[src/dg_pkg.sv]
`default_nettype none

package dg_pkg;

    // lattice size in rows, columns and measurement rounds
    localparam int GRID_WIDTH_X = 4;
    localparam int GRID_WIDTH_Z = 1;
    localparam int GRID_WIDTH_U = 3;

    // address fields, round in the top bits
    localparam int X_BIT_WIDTH   = $clog2(GRID_WIDTH_X);
    localparam int Z_BIT_WIDTH   = $clog2(GRID_WIDTH_Z);
    localparam int U_BIT_WIDTH   = $clog2(GRID_WIDTH_U);
    localparam int ADDRESS_WIDTH = X_BIT_WIDTH + Z_BIT_WIDTH + U_BIT_WIDTH;

    localparam int PU_COUNT_PER_ROUND = GRID_WIDTH_X * GRID_WIDTH_Z;
    localparam int PU_COUNT           = PU_COUNT_PER_ROUND * GRID_WIDTH_U;

    // growth counter sized for the heaviest link
    localparam int MAX_WEIGHT     = 2;
    localparam int LINK_BIT_WIDTH = $clog2(MAX_WEIGHT + 1);
    // every link carries the same weight
    localparam logic [LINK_BIT_WIDTH-1:0] LINK_WEIGHT = 2;

    // port order on each unit
    localparam int NEIGHBOR_COUNT = 6;
    localparam int NBR_NORTH      = 0;
    localparam int NBR_SOUTH      = 1;
    localparam int NBR_WEST       = 2;
    localparam int NBR_EAST       = 3;
    localparam int NBR_DOWN       = 4;
    localparam int NBR_UP         = 5;

    localparam int STAGE_WIDTH = 2;

    // global stage, held as a level by the controller
    typedef enum logic [STAGE_WIDTH-1:0] {
        STAGE_IDLE                = 2'd0,
        STAGE_MEASUREMENT_LOADING = 2'd1,
        STAGE_GROW                = 2'd2,
        STAGE_MERGE               = 2'd3
    } stage_e;

    typedef logic [ADDRESS_WIDTH-1:0] address_t;

    // unit side of a link
    typedef struct packed {
        logic     increase;
        address_t root;
    } pu_to_link_t;

    // link side, peer_root is the root of the far end
    typedef struct packed {
        logic     fully_grown;
        address_t peer_root;
    } link_to_pu_t;

endpackage

`default_nettype wire

[src/processing_unit.sv]
`timescale 1ns/1ns
`default_nettype none

module processing_unit #(
    parameter dg_pkg::address_t ADDRESS = '0
) (
    input  wire                                                    clk,
    input  wire                                                    rst_i,
    input  wire dg_pkg::stage_e                                    global_stage_i,
    input  wire                                                    measurement_i,
    output logic                                                   measurement_o,
    input  wire dg_pkg::link_to_pu_t [dg_pkg::NEIGHBOR_COUNT-1:0] neighbor_i,
    output dg_pkg::pu_to_link_t                                    link_o,
    output dg_pkg::address_t                                       root_o,
    output logic                                                   busy_o
);

    import dg_pkg::*;

    // held syndrome bit for this vertex
    logic     meas_q;
    // current cluster root
    address_t root_q;
    // root moved on the last merge cycle
    logic     busy_q;
    // smallest root seen across grown ports
    address_t min_root;

    // lowest address among own root and grown neighbors
    always_comb begin
        min_root = root_q;
        for (int n = 0; n < NEIGHBOR_COUNT; n++) begin
            // absent ports are tied low so they never qualify
            if (neighbor_i[n].fully_grown && (neighbor_i[n].peer_root < min_root)) begin
                min_root = neighbor_i[n].peer_root;
            end
        end
    end

    always_ff @(posedge clk) begin
        if (rst_i) begin
            meas_q <= 1'b0;
            root_q <= ADDRESS;
            busy_q <= 1'b0;
        end else begin
            case (global_stage_i)
                STAGE_MEASUREMENT_LOADING: begin
                    // one systolic shift per cycle
                    meas_q <= measurement_i;
                    // fresh round, every unit is its own cluster again
                    root_q <= ADDRESS;
                    busy_q <= 1'b0;
                end
                STAGE_MERGE: begin
                    root_q <= min_root;
                    // busy only while the root keeps moving
                    busy_q <= (min_root != root_q);
                end
                default: begin
                    // idle and grow hold the root
                    busy_q <= 1'b0;
                end
            endcase
        end
    end

    // old value goes one round down the chain
    assign measurement_o = meas_q;

    // defects drive growth on every attached link
    assign link_o.increase = meas_q;
    assign link_o.root     = root_q;

    assign root_o = root_q;
    assign busy_o = busy_q;

    // roots only ever move toward lower addresses, whatever the neighbors send
    a_root_not_above_own : assert property (
        @(posedge clk) disable iff (rst_i)
        root_q <= ADDRESS
    );

endmodule

`default_nettype wire

[src/neighbor_link.sv]
`timescale 1ns/1ns
`default_nettype none

module neighbor_link (
    input  wire                      clk,
    input  wire                      rst_i,
    input  wire dg_pkg::stage_e      global_stage_i,
    input  wire dg_pkg::pu_to_link_t a_i,
    input  wire dg_pkg::pu_to_link_t b_i,
    output dg_pkg::link_to_pu_t      a_o,
    output dg_pkg::link_to_pu_t      b_o
);

    import dg_pkg::*;

    // accumulated growth from both ends
    logic [LINK_BIT_WIDTH-1:0] growth_q;
    logic [LINK_BIT_WIDTH-1:0] growth_d;
    // one spare bit so the sum cannot wrap
    logic [LINK_BIT_WIDTH:0]   growth_sum;
    logic                      fully_grown_q;

    // both ends may push in the same cycle
    always_comb begin
        growth_sum = {1'b0, growth_q}
                   + {{LINK_BIT_WIDTH{1'b0}}, a_i.increase}
                   + {{LINK_BIT_WIDTH{1'b0}}, b_i.increase};
        if (growth_sum >= {1'b0, LINK_WEIGHT}) begin
            growth_d = LINK_WEIGHT;
        end else begin
            growth_d = growth_sum[LINK_BIT_WIDTH-1:0];
        end
    end

    always_ff @(posedge clk) begin
        if (rst_i) begin
            growth_q      <= '0;
            fully_grown_q <= 1'b0;
        end else begin
            case (global_stage_i)
                STAGE_MEASUREMENT_LOADING: begin
                    growth_q      <= '0;
                    fully_grown_q <= 1'b0;
                end
                STAGE_GROW: begin
                    growth_q <= growth_d;
                    // ready for merge on the very next cycle
                    fully_grown_q <= (growth_d == LINK_WEIGHT);
                end
                default: begin
                    // idle and merge keep the edge as it is
                    growth_q      <= growth_q;
                    fully_grown_q <= fully_grown_q;
                end
            endcase
        end
    end

    // each end sees the other end's root
    assign a_o.fully_grown = fully_grown_q;
    assign a_o.peer_root   = b_i.root;
    assign b_o.fully_grown = fully_grown_q;
    assign b_o.peer_root   = a_i.root;

    // saturation holds across any run of grow cycles
    a_growth_capped : assert property (
        @(posedge clk) disable iff (rst_i)
        growth_q <= LINK_WEIGHT
    );

endmodule

`default_nettype wire

[src/decoding_graph.sv]
`timescale 1ns/1ns
`default_nettype none

module decoding_graph (
    input  wire                                          clk,
    input  wire                                          rst_i,
    input  wire dg_pkg::stage_e                          global_stage_i,
    input  wire [dg_pkg::PU_COUNT_PER_ROUND-1:0]         measurements_i,
    output wire dg_pkg::address_t [dg_pkg::PU_COUNT-1:0] roots_o,
    output wire [dg_pkg::PU_COUNT-1:0]                   busy_o
);

    import dg_pkg::*;

    // flat index, round major then row then column
    function automatic int pu_index(input int row, input int col, input int round);
        return round * PU_COUNT_PER_ROUND + row * GRID_WIDTH_Z + col;
    endfunction

    function automatic address_t pu_address(input int row, input int col, input int round);
        return address_t'((round << (X_BIT_WIDTH + Z_BIT_WIDTH)) + (row << Z_BIT_WIDTH) + col);
    endfunction

    // south port links to the next row, staggered on even rows
    function automatic bit has_south(input int row, input int col);
        if (row + 1 >= GRID_WIDTH_X) begin
            return 1'b0;
        end
        return ((row + 1) % 2 == 1) || (col < GRID_WIDTH_Z - 1);
    endfunction

    function automatic int south_col(input int row, input int col);
        return ((row + 1) % 2 == 1) ? col : col + 1;
    endfunction

    // mirror of has_south seen from the lower row
    function automatic bit has_north(input int row, input int col);
        return (row > 0) && ((row % 2 == 1) || (col >= 1));
    endfunction

    // east port links to the row above
    function automatic bit has_east(input int row, input int col);
        return (row > 0) && ((row % 2 == 0) || (col < GRID_WIDTH_Z - 1));
    endfunction

    function automatic int east_col(input int row, input int col);
        return (row % 2 == 0) ? col : col + 1;
    endfunction

    // mirror of has_east seen from the row above
    function automatic bit has_west(input int row, input int col);
        return (row + 1 < GRID_WIDTH_X) && (((row + 1) % 2 == 0) || (col >= 1));
    endfunction

    // per unit link bundle and returned port data
    wire pu_to_link_t                      pu_link [PU_COUNT];
    wire link_to_pu_t [NEIGHBOR_COUNT-1:0] pu_nbr  [PU_COUNT];
    // held measurement of every unit, feeds the round below
    wire                                   pu_meas [PU_COUNT];

    for (genvar k = 0; k < GRID_WIDTH_U; k++) begin : g_round
        for (genvar r = 0; r < GRID_WIDTH_X; r++) begin : g_row
            for (genvar c = 0; c < GRID_WIDTH_Z; c++) begin : g_col
                wire meas_in;

                // newest round reads the inputs, older rounds read the round above
                if (k == GRID_WIDTH_U - 1) begin : g_meas_top
                    assign meas_in = measurements_i[r * GRID_WIDTH_Z + c];
                end else begin : g_meas_chain
                    assign meas_in = pu_meas[pu_index(r, c, k + 1)];
                end

                processing_unit #(
                    .ADDRESS(pu_address(r, c, k))
                ) u_pu (
                    .clk            (clk),
                    .rst_i          (rst_i),
                    .global_stage_i (global_stage_i),
                    .measurement_i  (meas_in),
                    .measurement_o  (pu_meas[pu_index(r, c, k)]),
                    .neighbor_i     (pu_nbr[pu_index(r, c, k)]),
                    .link_o         (pu_link[pu_index(r, c, k)]),
                    .root_o         (roots_o[pu_index(r, c, k)]),
                    .busy_o         (busy_o[pu_index(r, c, k)])
                );

                // the upper end of each planar edge owns the link
                if (has_south(r, c)) begin : g_ns
                    neighbor_link u_link (
                        .clk            (clk),
                        .rst_i          (rst_i),
                        .global_stage_i (global_stage_i),
                        .a_i            (pu_link[pu_index(r, c, k)]),
                        .b_i            (pu_link[pu_index(r + 1, south_col(r, c), k)]),
                        .a_o            (pu_nbr[pu_index(r, c, k)][NBR_SOUTH]),
                        .b_o            (pu_nbr[pu_index(r + 1, south_col(r, c), k)][NBR_NORTH])
                    );
                end else begin : g_no_south
                    assign pu_nbr[pu_index(r, c, k)][NBR_SOUTH] = '0;
                end

                if (!has_north(r, c)) begin : g_no_north
                    assign pu_nbr[pu_index(r, c, k)][NBR_NORTH] = '0;
                end

                // east of this row meets west of the row above
                if (has_east(r, c)) begin : g_ew
                    neighbor_link u_link (
                        .clk            (clk),
                        .rst_i          (rst_i),
                        .global_stage_i (global_stage_i),
                        .a_i            (pu_link[pu_index(r, c, k)]),
                        .b_i            (pu_link[pu_index(r - 1, east_col(r, c), k)]),
                        .a_o            (pu_nbr[pu_index(r, c, k)][NBR_EAST]),
                        .b_o            (pu_nbr[pu_index(r - 1, east_col(r, c), k)][NBR_WEST])
                    );
                end else begin : g_no_east
                    assign pu_nbr[pu_index(r, c, k)][NBR_EAST] = '0;
                end

                if (!has_west(r, c)) begin : g_no_west
                    assign pu_nbr[pu_index(r, c, k)][NBR_WEST] = '0;
                end

                // vertical edge to the same site one round later
                if (k < GRID_WIDTH_U - 1) begin : g_ud
                    neighbor_link u_link (
                        .clk            (clk),
                        .rst_i          (rst_i),
                        .global_stage_i (global_stage_i),
                        .a_i            (pu_link[pu_index(r, c, k)]),
                        .b_i            (pu_link[pu_index(r, c, k + 1)]),
                        .a_o            (pu_nbr[pu_index(r, c, k)][NBR_UP]),
                        .b_o            (pu_nbr[pu_index(r, c, k + 1)][NBR_DOWN])
                    );
                end else begin : g_no_up
                    assign pu_nbr[pu_index(r, c, k)][NBR_UP] = '0;
                end

                // oldest round has nothing below
                if (k == 0) begin : g_no_down
                    assign pu_nbr[pu_index(r, c, k)][NBR_DOWN] = '0;
                end
            end
        end
    end

endmodule

`default_nettype wire

[config.mk]
export PLATFORM = sky130hd
export DESIGN_NAME = decoding_graph
export DESIGN_NICKNAME = d
export VERILOG_FILES = /design/src/dg_pkg.sv /design/src/processing_unit.sv /design/src/neighbor_link.sv /design/src/decoding_graph.sv
export SDC_FILE = /design/constraint.sdc
export NUM_CORES = 1
export LEC_CHECK = 0
export ABC_AREA = 1
export BUFFER_PORTS_ARGS = -buffer_cell sky130_fd_sc_hd__buf_2
export CAP_MARGIN = 15
export CORE_MARGIN = 4
export CORE_UTILIZATION = 25
export DETAILED_ROUTE_END_ITERATION = 10
export HOLD_SLACK_MARGIN = 0.05
export PLACE_DENSITY_LB_ADDON = 0.08
export SETUP_SLACK_MARGIN = 0.15
export SLEW_MARGIN = 30
export SYNTH_ARGS = -nofsm -noshare
export SYNTH_HDL_FRONTEND = slang
export SYNTH_HIERARCHICAL = 1
export SYNTH_SLANG_ARGS = --single-unit
[constraint.sdc]
create_clock -name clk -period 6.1 [get_ports clk]
set_input_delay 1.22 -clock clk [delete_from_list [all_inputs] [get_ports clk]]
set_output_delay 1.22 -clock clk [all_outputs]
set_load 0.02 [all_outputs]
# Yosys cells after proc, flatten, opt, wreduce, memory -nomap -nowiden

Index checks and enable logic that the tools add are counted.

Bits in registers: 123
Input port bits: 8
Output and inout port bits: 60
Logic and storage cells: 322

Add/sub/neg operators: 34
Magnitude comparators: 51
Equality and inequality tests: 32
Muxes and demuxes: 97
Bitwise logic cells: 1
Reductions and logical operators: 37

Operator list:

| cell                                                               | number |
|---|---|
| less-than comparator 4 bit                                         | 34 |
| two-way mux 4 bit                                                  | 34 |
| case mux 4 bit (2 select lines)                                    | 12 |
| case mux 2 bit (2 select lines)                                    | 17 |
| adder 2 x 1 -> 3 bit                                               | 17 |
| adder 3 x 1 -> 3 bit                                               | 17 |
| greater-or-equal comparator 3 x 2 -> 1 bit (second input constant) | 17 |
| inequality test 4 bit                                              | 12 |
| == test 2 bit (second input constant)                              | 19 |
| logical AND 1 bit                                                  | 34 |
| two-way mux 2 bit                                                  | 17 |
| case mux 1 bit (2 select lines)                                    | 17 |
| nonzero test 2 bit                                                 | 2 |
| == test 2 x 1 -> 1 bit (second input constant)                     | 1 |
| OR reduction 2 bit                                                 | 1 |
| inverter 1 bit                                                     | 1 |

# Logic depth before layout (Yosys ltp)

Gate-level depths: netlist of run 1.

Depth in word-level cells: 13
Gate-level depth with buffers: 54
Depth with buffers taken out: 53

# Cells and area by module

Netlist of run 1, hierarchy kept.

By module, submodules not included:

| module                                               | instances | cells each | area an instance (um^2) | seq. area each (um^2) |
|---|---|---|---|---|
| neighbor_link                                        | 17        | 33         | 252.7                   | 60.1 |
| processing_unit at g_round[0].g_row[1].g_col[0].u_pu | 1         | 245        | 1363.8                  | 120.1 |
| processing_unit at g_round[1].g_row[0].g_col[0].u_pu | 1         | 246        | 1361.3                  | 120.1 |
| processing_unit at g_round[0].g_row[0].g_col[0].u_pu | 1         | 246        | 1351.3                  | 120.1 |
| processing_unit at g_round[2].g_row[0].g_col[0].u_pu | 1         | 247        | 1348.8                  | 120.1 |
| processing_unit at g_round[2].g_row[3].g_col[0].u_pu | 1         | 244        | 1348.8                  | 120.1 |
| processing_unit at g_round[0].g_row[3].g_col[0].u_pu | 1         | 243        | 1345.0                  | 120.1 |
| processing_unit at g_round[1].g_row[1].g_col[0].u_pu | 1         | 245        | 1341.3                  | 120.1 |
| processing_unit at g_round[0].g_row[2].g_col[0].u_pu | 1         | 244        | 1337.5                  | 120.1 |
| processing_unit at g_round[2].g_row[2].g_col[0].u_pu | 1         | 245        | 1333.8                  | 120.1 |
| processing_unit at g_round[2].g_row[1].g_col[0].u_pu | 1         | 246        | 1332.5                  | 120.1 |
| processing_unit at g_round[1].g_row[2].g_col[0].u_pu | 1         | 245        | 1326.3                  | 120.1 |
| processing_unit at g_round[1].g_row[3].g_col[0].u_pu | 1         | 244        | 1315.0                  | 120.1 |
| decoding_graph                                       | 1         | 1          | 3.8                     | 0.0 |

# Worst setup path before layout of run 1

Ideal clock, no wire load.

Path type: reg2reg
From: reg g_round[1].g_row[1].g_col[0].u_pu.root_q[3]
To: reg g_round[1].g_row[1].g_col[0].u_pu.busy_q
Library setup time: 0.119 ns
Arrival time: 4.661 ns
Required time: 5.981 ns
Slack: 1.320 ns
Cell stages (with the launch flop): 36
Buffers on the path: 0
Clock period less this slack: 4.780 ns
Path through: dfxtp_1 -> inv_1 -> ha_1 -> a21oi_2 -> nand2_4 -> nand2_1 -> o21ai_0 -> nand2_1 -> o21ai_0 -> ha_1 -> nand2_1 -> nor2_2 -> nand2_2 -> nand2_4 -> nor2_1 -> a21oi_1 -> inv_1 -> a21oi_1 -> inv_1 -> ha_1 -> nand4_1 -> nand2_1 -> inv_2 -> nand2_4 -> nand2_1 -> o21a_1 -> inv_1 -> ha_1 -> a211oi_1 -> nand3_1 -> nand2_2 -> nand2_1 -> nand2_1 -> nand2_1 -> nor2_1 -> nor2_1

Word-level cells in the longest chain between the ends: 13

RTL lines:

| element                    | RTL line              | source |
|---|---|---|
| from (decl)                | processing_unit.sv:23 | `address_t root_q;` |
| from (signal assigned)     | processing_unit.sv:55 | `root_q <= min_root;` |
| less-than comparator 4 bit | processing_unit.sv:34 | `if (neighbor_i[n].fully_grown && (neighbor_i[n].peer_root < min_root)) begin` |
| logical AND 1 bit          | processing_unit.sv:34 |  |
| two-way mux 4 bit          | processing_unit.sv:34 |  |
| less-than comparator 4 bit | processing_unit.sv:34 |  |
| logical AND 1 bit          | processing_unit.sv:34 |  |
| two-way mux 4 bit          | processing_unit.sv:34 |  |
| less-than comparator 4 bit | processing_unit.sv:34 |  |
| logical AND 1 bit          | processing_unit.sv:34 |  |
| two-way mux 4 bit          | processing_unit.sv:34 |  |
| less-than comparator 4 bit | processing_unit.sv:34 |  |
| logical AND 1 bit          | processing_unit.sv:34 |  |
| two-way mux 4 bit          | processing_unit.sv:34 |  |
| inequality test 4 bit *    | processing_unit.sv:57 | `busy_q <= (min_root != root_q);` |
| to (signal assigned)       | processing_unit.sv:57 |  |
| to (decl)                  | processing_unit.sv:25 | `logic busy_q;` |

Mark *: on every way between the ends. The rest lies on a longest branch, timed or not.
A chain may end at the register's enable or synchronous reset.

# Final worst setup path of run 1

From: reg g_round[1].g_row[0].g_col[0].u_pu.root_q[3]
To: reg g_round[1].g_row[1].g_col[0].u_pu.busy_q

Word-level cells in the longest chain between the ends: 13

RTL lines:

| element                    | RTL line |
|---|---|
| from (decl)                | processing_unit.sv:23 |
| from (signal assigned)     | processing_unit.sv:55 |
| less-than comparator 4 bit | processing_unit.sv:34 |
| logical AND 1 bit          | processing_unit.sv:34 |
| two-way mux 4 bit *        | processing_unit.sv:34 |
| less-than comparator 4 bit | processing_unit.sv:34 |
| logical AND 1 bit          | processing_unit.sv:34 |
| two-way mux 4 bit *        | processing_unit.sv:34 |
| less-than comparator 4 bit | processing_unit.sv:34 |
| logical AND 1 bit          | processing_unit.sv:34 |
| two-way mux 4 bit *        | processing_unit.sv:34 |
| less-than comparator 4 bit | processing_unit.sv:34 |
| logical AND 1 bit          | processing_unit.sv:34 |
| two-way mux 4 bit *        | processing_unit.sv:34 |
| inequality test 4 bit *    | processing_unit.sv:57 |

Marks and branches as above.

==> results of run 1 <==
[cells by family (layout without fill, tap and decap cells)]
family,Yosys count,count (layout)
buffers and inverters,925,832
flip-flops,123,123
AND/OR/NAND/NOR,2012,2012
other,1,392
AO/OA/AOI/OAI,264,264
adder cells (fa/ha/maj),177,177
[final timing paths]
kind                            slack, ps                                         from                                        to
worst max register to register        990  g_round[1].g_row[0].g_col[0].u_pu/root_o[3]  g_round[1].g_row[1].g_col[0].u_pu/busy_o
worst min register to register        460                                         flop                                      flop
worst min-delay path                  460                                         flop                                      flop
worst max-delay path                  990  g_round[1].g_row[0].g_col[0].u_pu/root_o[3]  g_round[1].g_row[1].g_col[0].u_pu/busy_o
[layout by cell type (no fill, tap or decap), types with 2 or more instances in the layout]
cell type   instances
nand3_2             3
o22ai_1            44
clkinvlp_4          2
nand2_1           956
o21ai_0            45
clkinv_4            3
a21oi_2             5
ha_1              160
a21oi_4             7
clkinv_2            4
inv_6               3
o21ai_1            19
bufinv_16           3
or2_2              11
fa_1               17
a21oi_1           109
buf_4              41
nand4_1             6
clkbuf_16          17
o32ai_1             4
a211oi_1            7
nand2_4           100
inv_2              77
clkinv_1            6
nand3b_1           25
o21a_1             22
nand2_2           188
conb_1            392
inv_1             610
nor2_1            169
buf_2              65
nor2_2             56
nand3_1           498
dfxtp_1           123
[critical path: cells and delay by family (launching register included)]
kind / cells / cell delay (ps)
simple gates: 19 / 1460
fa+ha+maj: 4 / 1250
compound gates: 7 / 1150
flops: 1 / 650
buf+inv: 5 / 470
[report_power, final]
part | internal (uW) | leakage [uW] | switching [uW]
combinational | 805 | 0.0113 | 1520
sequential | 836 | 0.000998 | 44.1
clock | 643 | 0.000287 | 438
total | 2280 | 0.0126 | 2000
[final cells by class]
| type | count | area [um^2] |
|---|---|---|
| flip-flops and latches | 123 | 2462 |
| fillers | 9348 | 57970 |
| inverters | 695 | 2611 |
| well taps | 1060 | 1326 |
| clock buffers | 18 | 429.2 |
| clock inverters | 13 | 167.7 |
| multi-input cells | 2845 | 15080 |
| repair buffers | 106 | 633.1 |
[sequential cells by signal, indices dropped and copies added, names as in the netlist]
name	count
g_round.g_row.g_col.u_pu/measurement_o	12
g_round.g_row.g_col.g_ns.u_link/fully_grown_q	6
g_round.g_row.g_col.g_ns.u_link/growth_q	12
g_round.g_row.g_col.g_ud.u_link/growth_q	16
g_round.g_row.g_col.u_pu/busy_o	12
g_round.g_row.g_col.g_ew.u_link/growth_q	6
g_round.g_row.g_col.u_pu/root_o	48
g_round.g_row.g_col.g_ew.u_link/fully_grown_q	3
g_round.g_row.g_col.g_ud.u_link/fully_grown_q	8
[metal layers]
metal  track usage (%)  vias to the layer above
met5                 0                        -
met3            0.9132                       25
li1                  -                    10870
met2             22.56                       84
met1             17.43                     7915
met4             2.578                        0
[through the flow]
stage | instances | utilization (%) | hold WS, ps | setup WS [ps] | power (uW)
floorplan | 3893 | - | 433.1 | 1320 | 2856
global placement | 4829 | 27.40 | 458.0 | 1010 | 3223
detailed placement | 4829 | 27.41 | 456.3 | 953.0 | 3208
CTS | 4860 | 28.15 | 469.9 | 929.9 | 4331
global route | 4860 | 28.15 | 485.5 | 436.1 | 4754
finish | 4860 | 28.15 | 464.4 | 987.5 | 4283
==> impl_metrics.json, run 1 <==
{
  "max_freq_mhz": 195.6,
  "slew_headroom_pct": 36.68,
  "setup_violations": 0,
  "drc": 0,
  "routed.top_layer": "met4",
  "syn_avg_cell_area_um2": 5.827,
  "vias_per_cell": 3.888,
  "rsz0062_at_grt": "no",
  "initial_core_util_pct": 25.29,
  "clk_pin_slew_ps": 60,
  "die-area_um2": 86260,
  "hp-class": "reg -> reg",
  "yosysWarnings": 6,
  "wire_per_inst_um": 11.20,
  "grt_pass1_wl_um": 90980,
  "synth-simple-area-share_pct": 47.50,
  "ff2ff_path_depth": 35,
  "vdd_drop_max_mv": 0.1996,
  "ys.flop_type": "dfxtp_1",
  "synth_adder_area_share_pct": 11.48,
  "timing.final.max_slew_violations": 0,
  "tns_ps": 0,
  "grt_antenna_before_repair": 1,
  "syn-instance-count": 3502,
  "cp.required_ps": 6430,
  "grt_pass1_vias": 18190,
  "status": "completed",
  "dpl_cell_area_um2": 22110,
  "synthMuxAreaShare_pct": 0,
  "worstHoldPathCells": 2,
  "cp_slowest_cell": "dfxtp_1",
  "synth_top_family_by_area": "simple AND/OR/NAND/NOR gates",
  "cts.repair.resized": 0,
  "numPortBuffers": 67,
  "design_area_um2": 22710,
  "layout-drive-gt1-share_pct": 15.45,
  "max-cap-violations": 0,
  "synth.distinct_cells": 29,
  "vias": 18900,
  "arrival_ps": 5440,
  "die_x_um": 293.7,
  "synth_most_common_cell": "nand2_1",
  "drt-initial-drc-count": 686,
  "rows": 104,
  "max_stage_delay_ps": 650,
  "yosys-top-cells-area": "nand2_1 18%, nand3_1 12%, dfxtp_1 12%, inv_1 11%, ha_1 9.8%",
  "yosysSeqAreaShare_pct": 12.07,
  "tightest_slew_ps": 944.2,
  "power_density_nw_per_um2": 188.6,
  "cp-end-kind": "flop",
  "synth_seq_cells": 123,
  "wl_met3_um": 509,
  "cts_setup_buffers": 0,
  "clk_latency_ps": 450,
  "area_growth_pct": 11.28,
  "cts_tree": "done",
  "nNetsFinal": 3973,
  "worstSetupPathType": "reg -> reg",
  "core_area_um2": 80680,
  "synthTopCellsByCount": "956 x nand2_1, 610 x inv_1, 498 x nand3_1, 230 x buf_4, 188 x nand2_2",
  "dr_wl_met2_um": 25150,
  "async_flop_share_pct": 0,
  "place_congestion": 0.7570,
  "cts_max_path_buffers": 2,
  "antenna_cells": 0,
  "gr-total-overflow": 0,
  "fin_crit_sh_pct": 83.81,
  "grt_use_total_pct": 12.87,
  "dp_hpwl_um": 44990,
  "cts.sinks": 123,
  "start_kind": "flop",
  "synth_xor_area_share_pct": 0,
  "io_pins": 68,
  "grt_max_degree": 67,
  "min_period_ps": 5112,
  "htree_levels": 4,
  "hold_violations": 0,
  "antenna_left": 0,
  "drtPass1Iterations": 5,
  "numCtsBuffers": 17,
  "synth_edf_count": 0,
  "wl_met1_um": 28210,
  "synth-compound-area-share_pct": 7.683,
  "ctsHoldBuffers": 0,
  "clock-root-buffer": "clkbuf_16",
  "die_h_um": 293.7,
  "p_leak_uw": 0.01258,
  "worst_path_most_repeated_cell": "nand2_1",
  "wirelength_um": 54430,
  "finClkSkew_ps": 8.481,
  "yosys.area.top_type": "nand2_1",
  "path_max_fanout": 10,
  "syn_area_um2": 20410,
  "synth_top_area_share_pct": 17.59
}
(Power assumes the default switching activity.)
==> inputs of run 2 (changes only) <==
- clock period: 6.1 -> 4.49 ns (I/O delays scaled with it)
==> impl_metrics.json, run 2 (synthesis gave the netlist of run 1 again) <==
{
  "die-area_um2": 86260,
  "wirelength_um": 56050,
  "worst_path_most_repeated_cell": "nand2_1",
  "start_kind": "flop",
  "status": "completed",
  "final_cell_mix": "931 x nand2_1, 591 x inv_1, 492 x nand3_1",
  "grt_max_degree": 67,
  "power_frac_seq_pct": 19.6,
  "antenna_left": 0,
  "largest_register_ff_count": 48,
  "rows": 104,
  "core_area_um2": 80680,
  "initial_core_util_pct": 25.29,
  "cp_slowest_cell": "dfxtp_1",
  "cts_max_path_buffers": 2,
  "vias_per_cell": 3.876,
  "cp-end-kind": "flop",
  "dp_cells": 4897,
  "final_common_cell": "nand2_1",
  "timing.final.max_slew_violations": 0,
  "finClkSkew_ps": 10.84,
  "numCtsBuffers": 17,
  "gr-total-overflow": 0,
  "max_freq_mhz": 232.1,
  "ctsHoldBuffers": 0,
  "drtPass1Iterations": 5,
  "vdd_drop_max_mv": 0.2587,
  "grt_pass1_wl_um": 92380,
  "layout-drive-gt1-share_pct": 20.40,
  "hold_violations": 0,
  "dp_hpwl_um": 45900,
  "instances_no_fill": 4966,
  "cp.required_ps": 4830,
  "power_density_nw_per_um2": 249.2,
  "drc": 0,
  "p_leak_uw": 0.01310,
  "final_core_util_pct": 29.72,
  "worstSetupPathType": "reg -> reg",
  "wl_met3_um": 756,
  "vias": 19250,
  "tightest_slew_ps": 984.4,
  "slew_headroom_pct": 33.98,
  "clk_pin_slew_ps": 60,
  "max_stage_delay_ps": 390,
  "wire_per_inst_um": 11.29,
  "arrival_ps": 4640,
  "clockPowerShare_pct": 22.8,
  "die_x_um": 293.7,
  "min_period_ps": 4308,
  "htree_levels": 4,
  "setup_violations": 0,
  "grt_use_total_pct": 13.13,
  "clk_latency_ps": 450,
  "grt_pass1_vias": 18320,
  "die_h_um": 293.7,
  "dpl_cell_area_um2": 22690,
  "rsz0062_at_grt": "yes",
  "switchingPower_uw": 2796,
  "pwr-share-comb_pct": 57.6,
  "place_congestion": 0.7583,
  "sw_frac_of_total_pct": 46.77,
  "hold_slack_ps": 464.9,
  "nNetsFinal": 4078,
  "max-cap-violations": 0,
  "design_area_um2": 23980,
  "p_int_uw": 3181,
  "io_pins": 68,
  "fin_crit_sh_pct": 95.94,
  "routed.top_layer": "met4",
  "cts_tree": "done",
  "path_max_fanout": 6,
  "dr_wl_met2_um": 25520,
  "wl_met1_um": 29110,
  "cts.sinks": 123,
  "hp-class": "reg -> reg",
  "antenna_cells": 0,
  "grt_antenna_before_repair": 0,
  "drt-initial-drc-count": 686,
  "clock-root-buffer": "clkbuf_16",
  "numPortBuffers": 67,
  "tns_ps": 0,
  "area_growth_pct": 17.52
}
[run 2: changes by cell type in the layout (fill, tap and decap cells not counted), sizes merged]
| cell | delta |
|---|---|
| inv | -3 |
| clkbuf | +2 |
| buf | +105 |
| clkinvlp | +2 |
| clkinv | +2 |
| bufinv | -2 |
[run 2: final cells by class]
cell class	count	area [um^2]
Sequential cell	123	2480
Inverter	695	2613
Timing Repair Buffer	211	1471
Tap cell	1060	1326
Clock buffer	20	456.7
Clock inverter	12	98.84
Multi-Input combinational cell	2845	15530
Fill cell	9382	56700
[run 2: final timing paths]
check | cells after the start | slack (ps) | to | start
worst max register to register | 37 | 180 | g_round[1].g_row[1].g_col[0].u_pu/busy_o | g_round[1].g_row[0].g_col[0].u_pu/root_o[1]
worst min register to register | 2 | 460 | flop | flop
worst min-delay path | 2 | 460 | flop | flop
worst max-delay path | 37 | 180 | g_round[1].g_row[1].g_col[0].u_pu/busy_o | g_round[1].g_row[0].g_col[0].u_pu/root_o[1]
[run 2: power by group through the flow]
stage | logic [uW] | registers (uW) | clock network (uW)
after global routing | 3990 | 1180 | 1470
after floorplan | 2680 | 1210 | 0
after detailed placement | 3270 | 1190 | 0
after global placement | 3300 | 1190 | 0
after CTS | 3300 | 1170 | 1430
final | 3440 | 1170 | 1360
[run 2: routing by layer]
layer  GRT usage [%]  vias to the layer above
met1           18.14                     8028
met2           22.15                       97
met3           1.298                       30
li1                -                    11090
met5               0                        -
met4           2.958                        0
[run 2: what timing repair did]
item / CTS / global route
pin swaps: 12 / 82
endpoints found under the setup margin: 11 / 35
resized for setup: 17 / 124
setup buffers: 7 / 30
[run 2: through the flow]
step	setup slack [ps]	power [uW]
after CTS	30.07	5906
after global routing	-218.0	6638
final	182.3	5977
after detailed placement	-95.74	4466
after global placement	-84.55	4489
after floorplan	137.2	3897
[run 2: worst max-delay path: cells and delay by family, from the launching register on]
family,cells,cell delay (ps)
flops,1,390
simple gates,23,1610
compound gates,5,600
buf+inv,5,590
fa+ha+maj,4,990
